File: src/hw/ecc_config.svh
`ifndef ECC_CONFIG_SVH
`define ECC_CONFIG_SVH

// field element width, prime must be odd and below 2**ECC_WIDTH
`define ECC_WIDTH 16

// scalar width, top bit taken as set
`define ECC_KEY_BITS 8

`endif

File: src/hw/ecc_pkg.sv
`include "ecc_config.svh"

package ecc_pkg;

    typedef enum logic [1:0] {
        GF_ADD = 2'b00,
        GF_SUB = 2'b01,
        GF_MUL = 2'b10,
        GF_DIV = 2'b11                   // lhs * inverse(rhs)
    } gf_op_e;

    typedef logic [`ECC_WIDTH-1:0] gf_elem_t;

    typedef struct packed {
        gf_op_e   op;
        gf_elem_t lhs;
        gf_elem_t rhs;
    } gf_req_t;

    typedef struct packed {
        gf_elem_t x;
        gf_elem_t y;
    } point_t;

    typedef struct packed {
        gf_elem_t a;
        gf_elem_t p;
    } curve_t;

    typedef enum logic [1:0] {
        CMD_LOAD,
        CMD_DOUBLE,
        CMD_ADD
    } point_cmd_e;

endpackage

File: src/hw/gf_mod_mul.sv
`timescale 1ns/1ps
`include "ecc_config.svh"

module gf_mod_mul
    import ecc_pkg::*;
(
    input  logic     i_clk,
    input  logic     i_reset,
    input  logic     i_start,
    input  gf_elem_t i_a,
    input  gf_elem_t i_b,
    input  gf_elem_t i_prime,
    output logic     o_done,
    output gf_elem_t o_product
);

    localparam int CNT_W = $clog2(`ECC_WIDTH) + 1;

    gf_elem_t         acc;
    gf_elem_t         a_q;
    gf_elem_t         b_sh;
    logic [CNT_W-1:0] cnt;
    logic             busy;

    // acc = 2*acc + bit*a, reduced after each half
    function automatic gf_elem_t mul_step(input gf_elem_t acc_in, input logic bit_in,
                                          input gf_elem_t a_in, input gf_elem_t p_in);
        logic [`ECC_WIDTH:0] t;
        t = {acc_in, 1'b0};
        if (t >= {1'b0, p_in})
            t = t - {1'b0, p_in};
        if (bit_in)
            t = t + {1'b0, a_in};
        if (t >= {1'b0, p_in})
            t = t - {1'b0, p_in};
        return t[`ECC_WIDTH-1:0];
    endfunction

    always_ff @(posedge i_clk or posedge i_reset)
    begin
        if (i_reset)
        begin
            busy   <= 1'b0;
            cnt    <= '0;
            o_done <= 1'b0;
        end
        else
        begin
            o_done <= 1'b0;
            if (i_start)
            begin
                busy <= 1'b1;
                cnt  <= CNT_W'(`ECC_WIDTH - 1);  // first bit done at start
            end
            else if (busy)
            begin
                cnt <= cnt - 1'b1;
                if (cnt == CNT_W'(1))
                begin
                    busy   <= 1'b0;
                    o_done <= 1'b1;
                end
            end
        end
    end

    always_ff @(posedge i_clk)
    begin
        if (i_start)
        begin
            acc  <= mul_step('0, i_b[`ECC_WIDTH-1], i_a, i_prime);
            a_q  <= i_a;
            b_sh <= i_b << 1;
        end
        else if (busy)
        begin
            acc  <= mul_step(acc, b_sh[`ECC_WIDTH-1], a_q, i_prime);
            b_sh <= b_sh << 1;
        end
    end

    assign o_product = acc;

endmodule

File: src/hw/gf_mod_inv.sv
`timescale 1ns/1ps
`include "ecc_config.svh"

module gf_mod_inv
    import ecc_pkg::*;
(
    input  logic     i_clk,
    input  logic     i_reset,
    input  logic     i_start,
    input  gf_elem_t i_value,
    input  gf_elem_t i_prime,
    output logic     o_done,
    output gf_elem_t o_inverse
);

    gf_elem_t u;
    gf_elem_t v;
    gf_elem_t x1;            // x1 * value == u mod p
    gf_elem_t x2;            // x2 * value == v mod p
    logic     busy;
    logic     finish;

    function automatic gf_elem_t half_mod(input gf_elem_t x, input gf_elem_t p);
        logic [`ECC_WIDTH:0] t;
        t = x[0] ? ({1'b0, x} + {1'b0, p}) : {1'b0, x};
        return t[`ECC_WIDTH:1];
    endfunction

    function automatic gf_elem_t sub_mod(input gf_elem_t x, input gf_elem_t y,
                                         input gf_elem_t p);
        return (x >= y) ? (x - y) : (x - y + p);
    endfunction

    assign finish = (u == gf_elem_t'(1)) || (v == gf_elem_t'(1));

    always_ff @(posedge i_clk or posedge i_reset)
    begin
        if (i_reset)
        begin
            busy   <= 1'b0;
            o_done <= 1'b0;
        end
        else
        begin
            o_done <= 1'b0;
            if (i_start)
            begin
                busy   <= (i_value != '0);
                o_done <= (i_value == '0);   // inverse of 0 taken as 0
            end
            else if (busy && finish)
            begin
                busy   <= 1'b0;
                o_done <= 1'b1;
            end
        end
    end

    always_ff @(posedge i_clk)
    begin
        if (i_start)
        begin
            u         <= i_value;
            v         <= i_prime;
            x1        <= gf_elem_t'(1);
            x2        <= '0;
            o_inverse <= '0;
        end
        else if (busy)
        begin
            if (u == gf_elem_t'(1))
                o_inverse <= x1;
            else if (v == gf_elem_t'(1))
                o_inverse <= x2;
            else if (!u[0])
            begin
                u  <= u >> 1;
                x1 <= half_mod(x1, i_prime);
            end
            else if (!v[0])
            begin
                v  <= v >> 1;
                x2 <= half_mod(x2, i_prime);
            end
            else if (u >= v)
            begin
                u  <= (u - v) >> 1;      // odd minus odd, halve at once
                x1 <= half_mod(sub_mod(x1, x2, i_prime), i_prime);
            end
            else
            begin
                v  <= (v - u) >> 1;
                x2 <= half_mod(sub_mod(x2, x1, i_prime), i_prime);
            end
        end
    end

    a_no_restart: assert property (@(posedge i_clk) disable iff (i_reset)
        i_start |-> !busy)
        else $error("inverse restarted while running");

endmodule

File: src/hw/gf_arith_unit.sv
`timescale 1ns/1ps
`include "ecc_config.svh"

module gf_arith_unit
    import ecc_pkg::*;
(
    input  logic     i_clk,
    input  logic     i_reset,
    input  logic     i_req_valid,
    input  gf_req_t  i_req,
    input  gf_elem_t i_prime,
    output logic     o_done,
    output gf_elem_t o_result
);

    gf_req_t             req_q;
    gf_elem_t            alu_res;
    gf_elem_t            res_q;
    logic [`ECC_WIDTH:0] sum;
    logic                pending;
    logic                alu_done;
    logic                mul_start;
    logic                inv_start;
    logic                mul_done;
    logic                inv_done;
    gf_elem_t            mul_product;
    gf_elem_t            inv_value;

    always_comb
    begin
        sum = {1'b0, i_req.lhs} + {1'b0, i_req.rhs};
        if (i_req.op == GF_SUB)
        begin
            alu_res = i_req.lhs - i_req.rhs;
            if (i_req.lhs < i_req.rhs)
                alu_res = alu_res + i_prime;
        end
        else if (sum >= {1'b0, i_prime})
            alu_res = gf_elem_t'(sum - {1'b0, i_prime});
        else
            alu_res = sum[`ECC_WIDTH-1:0];
    end

    always_ff @(posedge i_clk or posedge i_reset)
    begin
        if (i_reset)
        begin
            pending   <= 1'b0;
            alu_done  <= 1'b0;
            mul_start <= 1'b0;
            inv_start <= 1'b0;
        end
        else
        begin
            alu_done  <= 1'b0;
            mul_start <= 1'b0;
            inv_start <= 1'b0;
            if (i_req_valid)
            begin
                pending   <= 1'b1;
                alu_done  <= (i_req.op == GF_ADD) || (i_req.op == GF_SUB);
                mul_start <= (i_req.op == GF_MUL);
                inv_start <= (i_req.op == GF_DIV);
            end
            else if (o_done)
                pending <= 1'b0;
            else if (pending && inv_done)
                mul_start <= 1'b1;       // second half of divide
        end
    end

    always_ff @(posedge i_clk)
    begin
        if (i_req_valid)
        begin
            req_q <= i_req;
            res_q <= alu_res;
        end
    end

    gf_mod_mul u_mul (
        .i_clk     (i_clk),
        .i_reset   (i_reset),
        .i_start   (mul_start),
        .i_a       (req_q.lhs),
        .i_b       ((req_q.op == GF_DIV) ? inv_value : req_q.rhs),
        .i_prime   (i_prime),
        .o_done    (mul_done),
        .o_product (mul_product)
    );

    gf_mod_inv u_inv (
        .i_clk     (i_clk),
        .i_reset   (i_reset),
        .i_start   (inv_start),
        .i_value   (req_q.rhs),
        .i_prime   (i_prime),
        .o_done    (inv_done),
        .o_inverse (inv_value)
    );

    assign o_done   = alu_done | mul_done;
    assign o_result = (req_q.op inside {GF_ADD, GF_SUB}) ? res_q : mul_product;

    a_single_req: assert property (@(posedge i_clk) disable iff (i_reset)
        i_req_valid |-> !pending)
        else $error("field request while one is pending");

endmodule

File: src/hw/point_op_seq.sv
`timescale 1ns/1ps
`include "ecc_config.svh"

module point_op_seq
    import ecc_pkg::*;
(
    input  logic       i_clk,
    input  logic       i_reset,
    input  logic       i_cmd_valid,
    input  point_cmd_e i_cmd,
    input  curve_t     i_curve,
    input  point_t     i_base,
    input  logic       i_gf_done,
    input  gf_elem_t   i_gf_result,
    output logic       o_done,
    output point_t     o_point,
    output logic       o_gf_req_valid,
    output gf_req_t    o_gf_req
);

    typedef enum logic [2:0] {SRC_X, SRC_Y, SRC_R1, SRC_R2, SRC_A, SRC_BX, SRC_BY} src_e;
    typedef enum logic [1:0] {DST_X, DST_Y, DST_R1, DST_R2} dst_e;

    typedef struct packed {
        gf_op_e op;
        src_e   lhs;
        src_e   rhs;
        dst_e   dst;
    } uop_t;

    localparam logic [4:0] PC_DOUBLE   = 5'd0;
    localparam logic [4:0] PC_ADD      = 5'd12;
    localparam logic [4:0] PC_ADD_TAIL = 5'd16;
    localparam logic [4:0] PC_REJOIN   = 5'd8;
    localparam logic [4:0] PC_LAST     = 5'd11;

    point_t     q;
    gf_elem_t   r1;
    gf_elem_t   r2;
    logic [4:0] pc;
    logic       busy;
    uop_t       uop;

    function automatic uop_t ucode(input logic [4:0] idx);
        case (idx)
            5'd0:    ucode = '{GF_MUL, SRC_X,  SRC_X,  DST_R1};   // x^2
            5'd1:    ucode = '{GF_ADD, SRC_R1, SRC_R1, DST_R2};
            5'd2:    ucode = '{GF_ADD, SRC_R1, SRC_R2, DST_R1};   // 3x^2
            5'd3:    ucode = '{GF_ADD, SRC_R1, SRC_A,  DST_R1};
            5'd4:    ucode = '{GF_ADD, SRC_Y,  SRC_Y,  DST_R2};   // 2y
            5'd5:    ucode = '{GF_DIV, SRC_R1, SRC_R2, DST_R1};   // lambda
            5'd6:    ucode = '{GF_MUL, SRC_R1, SRC_R1, DST_R2};
            5'd7:    ucode = '{GF_SUB, SRC_R2, SRC_X,  DST_R2};
            5'd8:    ucode = '{GF_SUB, SRC_R2, SRC_X,  DST_R2};   // x'
            5'd9:    ucode = '{GF_SUB, SRC_X,  SRC_R2, DST_X};
            5'd10:   ucode = '{GF_MUL, SRC_R1, SRC_X,  DST_X};
            5'd12:   ucode = '{GF_SUB, SRC_BY, SRC_Y,  DST_R1};   // add entry
            5'd13:   ucode = '{GF_SUB, SRC_BX, SRC_X,  DST_R2};
            5'd14:   ucode = '{GF_DIV, SRC_R1, SRC_R2, DST_R1};
            5'd15:   ucode = '{GF_MUL, SRC_R1, SRC_R1, DST_R2};
            5'd16:   ucode = '{GF_SUB, SRC_R2, SRC_BX, DST_R2};
            default: ucode = '{GF_SUB, SRC_X,  SRC_Y,  DST_Y};    // pc 11, y'
        endcase
    endfunction

    function automatic gf_elem_t operand(input src_e sel);
        case (sel)
            SRC_X:   operand = q.x;
            SRC_Y:   operand = q.y;
            SRC_R1:  operand = r1;
            SRC_R2:  operand = r2;
            SRC_A:   operand = i_curve.a;
            SRC_BX:  operand = i_base.x;
            default: operand = i_base.y;
        endcase
    endfunction

    assign uop = ucode(pc);

    always_comb
    begin
        o_gf_req.op  = uop.op;
        o_gf_req.lhs = operand(uop.lhs);
        o_gf_req.rhs = operand(uop.rhs);
    end

    always_ff @(posedge i_clk or posedge i_reset)
    begin
        if (i_reset)
        begin
            busy           <= 1'b0;
            pc             <= PC_DOUBLE;
            o_done         <= 1'b0;
            o_gf_req_valid <= 1'b0;
        end
        else
        begin
            o_done         <= 1'b0;
            o_gf_req_valid <= 1'b0;
            if (i_cmd_valid)
            begin
                if (i_cmd == CMD_LOAD)
                    o_done <= 1'b1;
                else
                begin
                    busy           <= 1'b1;
                    o_gf_req_valid <= 1'b1;
                    pc             <= (i_cmd == CMD_ADD) ? PC_ADD : PC_DOUBLE;
                end
            end
            else if (busy && i_gf_done)
            begin
                if (pc == PC_LAST)
                begin
                    busy   <= 1'b0;
                    o_done <= 1'b1;
                end
                else
                begin
                    pc             <= (pc == PC_ADD_TAIL) ? PC_REJOIN : pc + 1'b1;
                    o_gf_req_valid <= 1'b1;
                end
            end
        end
    end

    always_ff @(posedge i_clk)
    begin
        if (i_cmd_valid && i_cmd == CMD_LOAD)
            q <= i_base;
        else if (busy && i_gf_done)
        begin
            case (uop.dst)
                DST_X:  q.x <= i_gf_result;
                DST_Y:
                begin
                    q.y <= i_gf_result;
                    q.x <= r2;           // x' held in r2 until y' is done
                end
                DST_R1: r1 <= i_gf_result;
                default: r2 <= i_gf_result;
            endcase
        end
    end

    assign o_point = q;

    a_cmd_idle: assert property (@(posedge i_clk) disable iff (i_reset)
        i_cmd_valid |-> !busy)
        else $error("point command while busy");

endmodule

File: src/hw/key_scan_ctrl.sv
`timescale 1ns/1ps
`include "ecc_config.svh"

module key_scan_ctrl
    import ecc_pkg::*;
(
    input  logic                     i_clk,
    input  logic                     i_reset,
    input  logic                     i_start,
    input  logic [`ECC_KEY_BITS-1:0] i_key,
    input  logic                     i_cmd_done,
    output logic                     o_cmd_valid,
    output point_cmd_e               o_cmd,
    output logic                     o_busy,
    output logic                     o_done
);

    localparam int CNT_W = $clog2(`ECC_KEY_BITS);

    logic [`ECC_KEY_BITS-1:0] key_sh;      // msb is the bit under scan
    logic [CNT_W-1:0]         bits_left;
    logic [CNT_W-1:0]         bits_after;

    // load consumes no key bit
    assign bits_after = (o_cmd == CMD_LOAD) ? bits_left : bits_left - 1'b1;

    always_ff @(posedge i_clk or posedge i_reset)
    begin
        if (i_reset)
        begin
            o_cmd_valid <= 1'b0;
            o_cmd       <= CMD_LOAD;
            o_busy      <= 1'b0;
            o_done      <= 1'b0;
            bits_left   <= '0;
        end
        else
        begin
            o_cmd_valid <= 1'b0;
            o_done      <= 1'b0;
            if (i_start && !o_busy)
            begin
                o_busy      <= 1'b1;
                o_cmd       <= CMD_LOAD;
                o_cmd_valid <= 1'b1;
                bits_left   <= CNT_W'(`ECC_KEY_BITS - 1);
            end
            else if (o_busy && i_cmd_done)
            begin
                if (o_cmd == CMD_DOUBLE && key_sh[`ECC_KEY_BITS-1])
                begin
                    o_cmd       <= CMD_ADD;
                    o_cmd_valid <= 1'b1;
                end
                else
                begin
                    bits_left <= bits_after;
                    if (bits_after == '0)
                    begin
                        o_busy <= 1'b0;
                        o_done <= 1'b1;
                    end
                    else
                    begin
                        o_cmd       <= CMD_DOUBLE;
                        o_cmd_valid <= 1'b1;
                    end
                end
            end
        end
    end

    always_ff @(posedge i_clk)
    begin
        if (i_start && !o_busy)
            key_sh <= i_key << 1;    // top bit implied by load
        else if (o_busy && i_cmd_done && o_cmd != CMD_LOAD
                 && !(o_cmd == CMD_DOUBLE && key_sh[`ECC_KEY_BITS-1]))
            key_sh <= key_sh << 1;
    end

endmodule

File: src/hw/ecc_point_mul.sv
`timescale 1ns/1ps
`include "ecc_config.svh"

module ecc_point_mul
    import ecc_pkg::*;
(
    input  logic                     i_clk,
    input  logic                     i_reset,
    input  logic                     i_start,
    input  curve_t                   i_curve,
    input  point_t                   i_base,
    input  logic [`ECC_KEY_BITS-1:0] i_key,
    output point_t                   o_result,
    output logic                     o_done,
    output logic                     o_busy
);

    logic       cmd_valid;
    point_cmd_e cmd;
    logic       cmd_done;
    logic       gf_req_valid;
    gf_req_t    gf_req;
    logic       gf_done;
    gf_elem_t   gf_result;

    key_scan_ctrl u_key_scan (
        .i_clk       (i_clk),
        .i_reset     (i_reset),
        .i_start     (i_start),
        .i_key       (i_key),
        .i_cmd_done  (cmd_done),
        .o_cmd_valid (cmd_valid),
        .o_cmd       (cmd),
        .o_busy      (o_busy),
        .o_done      (o_done)
    );

    point_op_seq u_point_seq (
        .i_clk          (i_clk),
        .i_reset        (i_reset),
        .i_cmd_valid    (cmd_valid),
        .i_cmd          (cmd),
        .i_curve        (i_curve),
        .i_base         (i_base),
        .i_gf_done      (gf_done),
        .i_gf_result    (gf_result),
        .o_done         (cmd_done),
        .o_point        (o_result),
        .o_gf_req_valid (gf_req_valid),
        .o_gf_req       (gf_req)
    );

    gf_arith_unit u_gf_unit (
        .i_clk       (i_clk),
        .i_reset     (i_reset),
        .i_req_valid (gf_req_valid),
        .i_req       (gf_req),
        .i_prime     (i_curve.p),
        .o_done      (gf_done),
        .o_result    (gf_result)
    );

endmodule

File: config.mk
export PLATFORM = sky130hd
export DESIGN_NAME = ecc_point_mul
export DESIGN_NICKNAME = d
export VERILOG_FILES = /design/src/hw/ecc_pkg.sv /design/src/hw/gf_mod_mul.sv /design/src/hw/gf_mod_inv.sv /design/src/hw/gf_arith_unit.sv /design/src/hw/point_op_seq.sv /design/src/hw/key_scan_ctrl.sv /design/src/hw/ecc_point_mul.sv
export VERILOG_INCLUDE_DIRS = /design/src /design/src/hw
export SDC_FILE = /design/constraint.sdc
export NUM_CORES = 1
export LEC_CHECK = 0
export BUFFER_PORTS_ARGS = -buffer_cell sky130_fd_sc_hd__buf_2
export CAP_MARGIN = 20
export CORE_UTILIZATION = 45
export CTS_CLUSTER_DIAMETER = 50
export CTS_CLUSTER_SIZE = 40
export DETAILED_ROUTE_END_ITERATION = 12
export PLACE_DENSITY = 0.69
export SYNTH_ARGS = -nofsm -noshare
export SYNTH_HDL_FRONTEND = slang
export SYNTH_SLANG_ARGS = --single-unit
export TNS_END_PERCENT = 50
File: constraint.sdc
create_clock -name i_clk -period 11.69 [get_ports i_clk]
set_input_delay 0.5845 -clock i_clk [delete_from_list [all_inputs] [get_ports i_clk]]
set_output_delay 0.5845 -clock i_clk [all_outputs]
set_load 0.005 [all_outputs]
==> flow_metrics.env <==
export IMPL_period_share=0.697
export IMPL_synth_area_leader_cell="edfxtp_1"
export IMPL_met3_usage=0.0400
export IMPL_arrival_ns=8.49
export IMPL_rows=93
export IMPL_cts_root_buffer_cell="clkbuf_16"
export IMPL_reg2regPathDepth=30
export IMPL_numCtsBuffers=38
export IMPL_synth_cell_types=96
export IMPL_ys_top_cells_by_count="nor2_1, a21oi_1, ha_1"
export IMPL_worstPathMaxFanout=19
export IMPL_start_util=0.455
export IMPL_viasPerCell=6.18
export IMPL_hold_ws_ns=0.0770
export IMPL_fin_tns_setup_ns=0
export IMPL_relSlewSlack=0.308
export IMPL_drt_first_pass_iters=6
export IMPL_clockBufferDepth=3
export IMPL_dieWidth_um=257
export IMPL_crit_required_ns=12.03
export IMPL_track_usage=0.277
export IMPL_cts_hold_buf=0
export IMPL_crit_top_cell="nor2_1"
export IMPL_fin_crit_ns=8.15
export IMPL_clock_latency_ns=0.59
export IMPL_ant_nets=0
export IMPL_hold_path_class="in2async"
export IMPL_rsz0062_at_grt="false"
export IMPL_synth_ff_type="edfxtp_1"
export IMPL_postCtsSetupBuffers=0
export IMPL_r2r_start="u_point_seq.pc[1]$_DFFE_PP0P_"
export IMPL_layout_nets=3951
export IMPL_critical_path_slowest_cell="a211oi_4"
export IMPL_grt_pass1_wl_um=144000
export IMPL_core_area_sq_mm=0.0645
export IMPL_ys_seq_area_frac=0.262
export IMPL_finalSetupViolCount=0
export IMPL_grt_pass1_vias=25400
export IMPL_fmax_mhz=123
export IMPL_avgSynthCellArea_sq_um=8.34
export IMPL_synth_seq_cells=277
export IMPL_async_flop_share=0.105
export IMPL_crit_buf_inv=3
export IMPL_ctsResizeCount=0
export IMPL_cts_sinks=277
export IMPL_yosys_warnings=0
export IMPL_critPathMaxStageDelay_ns=0.83
export IMPL_cp_top_family="compound AO/OA/AOI/OAI gates"
export IMPL_synth_edf_count=200
export IMPL_die_area_sq_mm=0.0663
export IMPL_use_met1=0.383
export IMPL_place_congestion=0.979
export IMPL_fin_util=0.499
export IMPL_post_drt_wl_per_cell_um=21.3
export IMPL_reg2reg_to="u_gf_unit.res_q[6]$_DFFE_PP_"
export IMPL_wl_um=94700
export IMPL_syn_inst=3521
export IMPL_gr_max_usage_layer="met2"
export IMPL_cts_tree="done"
export IMPL_startpoint_type="flop"
export IMPL_numPortBuffers=107
export IMPL_antenna_found_initial=1
export IMPL_htree_levels=2
export IMPL_rrSetupSlack_ns=3.54
export IMPL_syn_num_nets=3922
export IMPL_num_vias=27400
export IMPL_area_growth_pct=9.46
export IMPL_pin_count=109
export IMPL_finClkSkew_ns=0.0413
export IMPL_status="finished clean"
export IMPL_grtUsageMet2=0.432
export IMPL_drv_cap=0
export IMPL_overflow=0
export IMPL_synth_most_common_cell="nor2_1"
export IMPL_hold_viol_final=0
export IMPL_crit_type="reg2reg"
export IMPL_cp_end_kind="flop"
export IMPL_drive_gt1_frac=0.103
export IMPL_dp_hpwl_um=70500
export IMPL_drt_initial_drc_count=2691
export IMPL_drc=0
export IMPL_tightest_slew_ns=1.03
export IMPL_drv_slew=0
export IMPL_synth_top_area_frac=0.205
export IMPL_cts_clk_slew_worst_paths_ns=0.07
export IMPL_synth_area_sq_mm=0.0294
export IMPL_die_height_um=257
export IMPL_yosys_top_cells_area="edfxtp_1, ha_1, a21oi_1"
export IMPL_grt_max_degree=62
==> logic make-up after synthesis <==
| logic type | Yosys count | synth area share |
|---|---|---|
| simple gates | 1077 | 0.173 |
| compound gates | 1045 | 0.232 |
| buf+inv | 383 | 0.0507 |
| fa+ha+maj | 326 | 0.144 |
| flops | 277 | 0.262 |
| xor+xnor | 214 | 0.0638 |
| mux | 199 | 0.0747 |
==> registers in the layout, summed over array words and instances (netlist names), 7 cells and up <==
signal                     cells
u_gf_unit.u_inv.o_inverse     16
u_gf_unit.req_q               34
u_point_seq.o_point           32
u_key_scan.key_sh              7
u_gf_unit.res_q               16
u_gf_unit.u_mul.a_q           16
u_gf_unit.u_mul.o_product     16
u_gf_unit.u_mul.b_sh          15
u_gf_unit.u_inv.x1            16
u_point_seq.r1                16
u_gf_unit.u_inv.v             16
u_gf_unit.u_inv.u             16
u_gf_unit.u_inv.x2            16
u_point_seq.r2                16
==> final cells by class <==
cell class                 instances  area [sq um]
multi-input combinational       2861         20200
fill                            6217         32300
sequential                       277          7700
tap                              855          1070
timing repair buffer             151           886
clock buffer                      42          1030
antenna                            1          2.50
clock inverter                    28           422
inverter                         221           830
==> stage by stage <==
step | std cells | cell area (sq um) | setup slack [ns]
3_3_place_gp | 4363 | 30600 | 3.27
5_1_grt | 4435 | 32100 | 3.11
2_1_floorplan | 3521 | 29400 | 4.62
4_1_cts | 4433 | 32100 | 3.71
6_report | 4436 | 32100 | 3.54
3_5_place_dp | 4363 | 30600 | 3.21
==> cells in the final DEF, fill, tap and decap left out, types with 107 or more instances in the layout <==
cell and n:
buf_2 107, xnor2_1 139, inv_1 214, o21ai_0 180, nand2_1 286, a21oi_1 333
nor2_1 354, mux2i_1 111, edfxtp_1 200, ha_1 307
==> worst max path at each step <==
stage                     slack (ns)  cells past startpoint                                      end                          start
after global routing            3.11                     30   u_gf_unit.u_mul.o_product[8]$_DFFE_PP_                     i_curve[5]
after global placement          3.27                     31   u_gf_unit.u_mul.o_product[8]$_DFFE_PP_                     i_curve[5]
after detailed placement        3.21                     32  u_gf_unit.u_mul.o_product[12]$_DFFE_PP_                     i_curve[5]
after CTS                       3.71                     30             u_gf_unit.res_q[6]$_DFFE_PP_  u_point_seq.pc[1]$_DFFE_PP0P_
after floorplan                 4.62                     34   u_gf_unit.u_mul.o_product[3]$_DFFE_PP_                     i_curve[1]
final                           3.54                     30             u_gf_unit.res_q[6]$_DFFE_PP_  u_point_seq.pc[1]$_DFFE_PP0P_
==> metal layers <==
metal  up-vias  wire length (um)
met5         -                 0
li1      13000                 -
met4         0              3770
met3       212              8410
met1     12900             41100
met2      1221             41400
==> worst min-delay path, delay by kind of cell <==
kind | cells | cell delay [ns]
buf+inv | 3 | 0.48
Power is not shown: default switching activity piles up to over one toggle a cycle in this logic, so the estimate is an artifact.
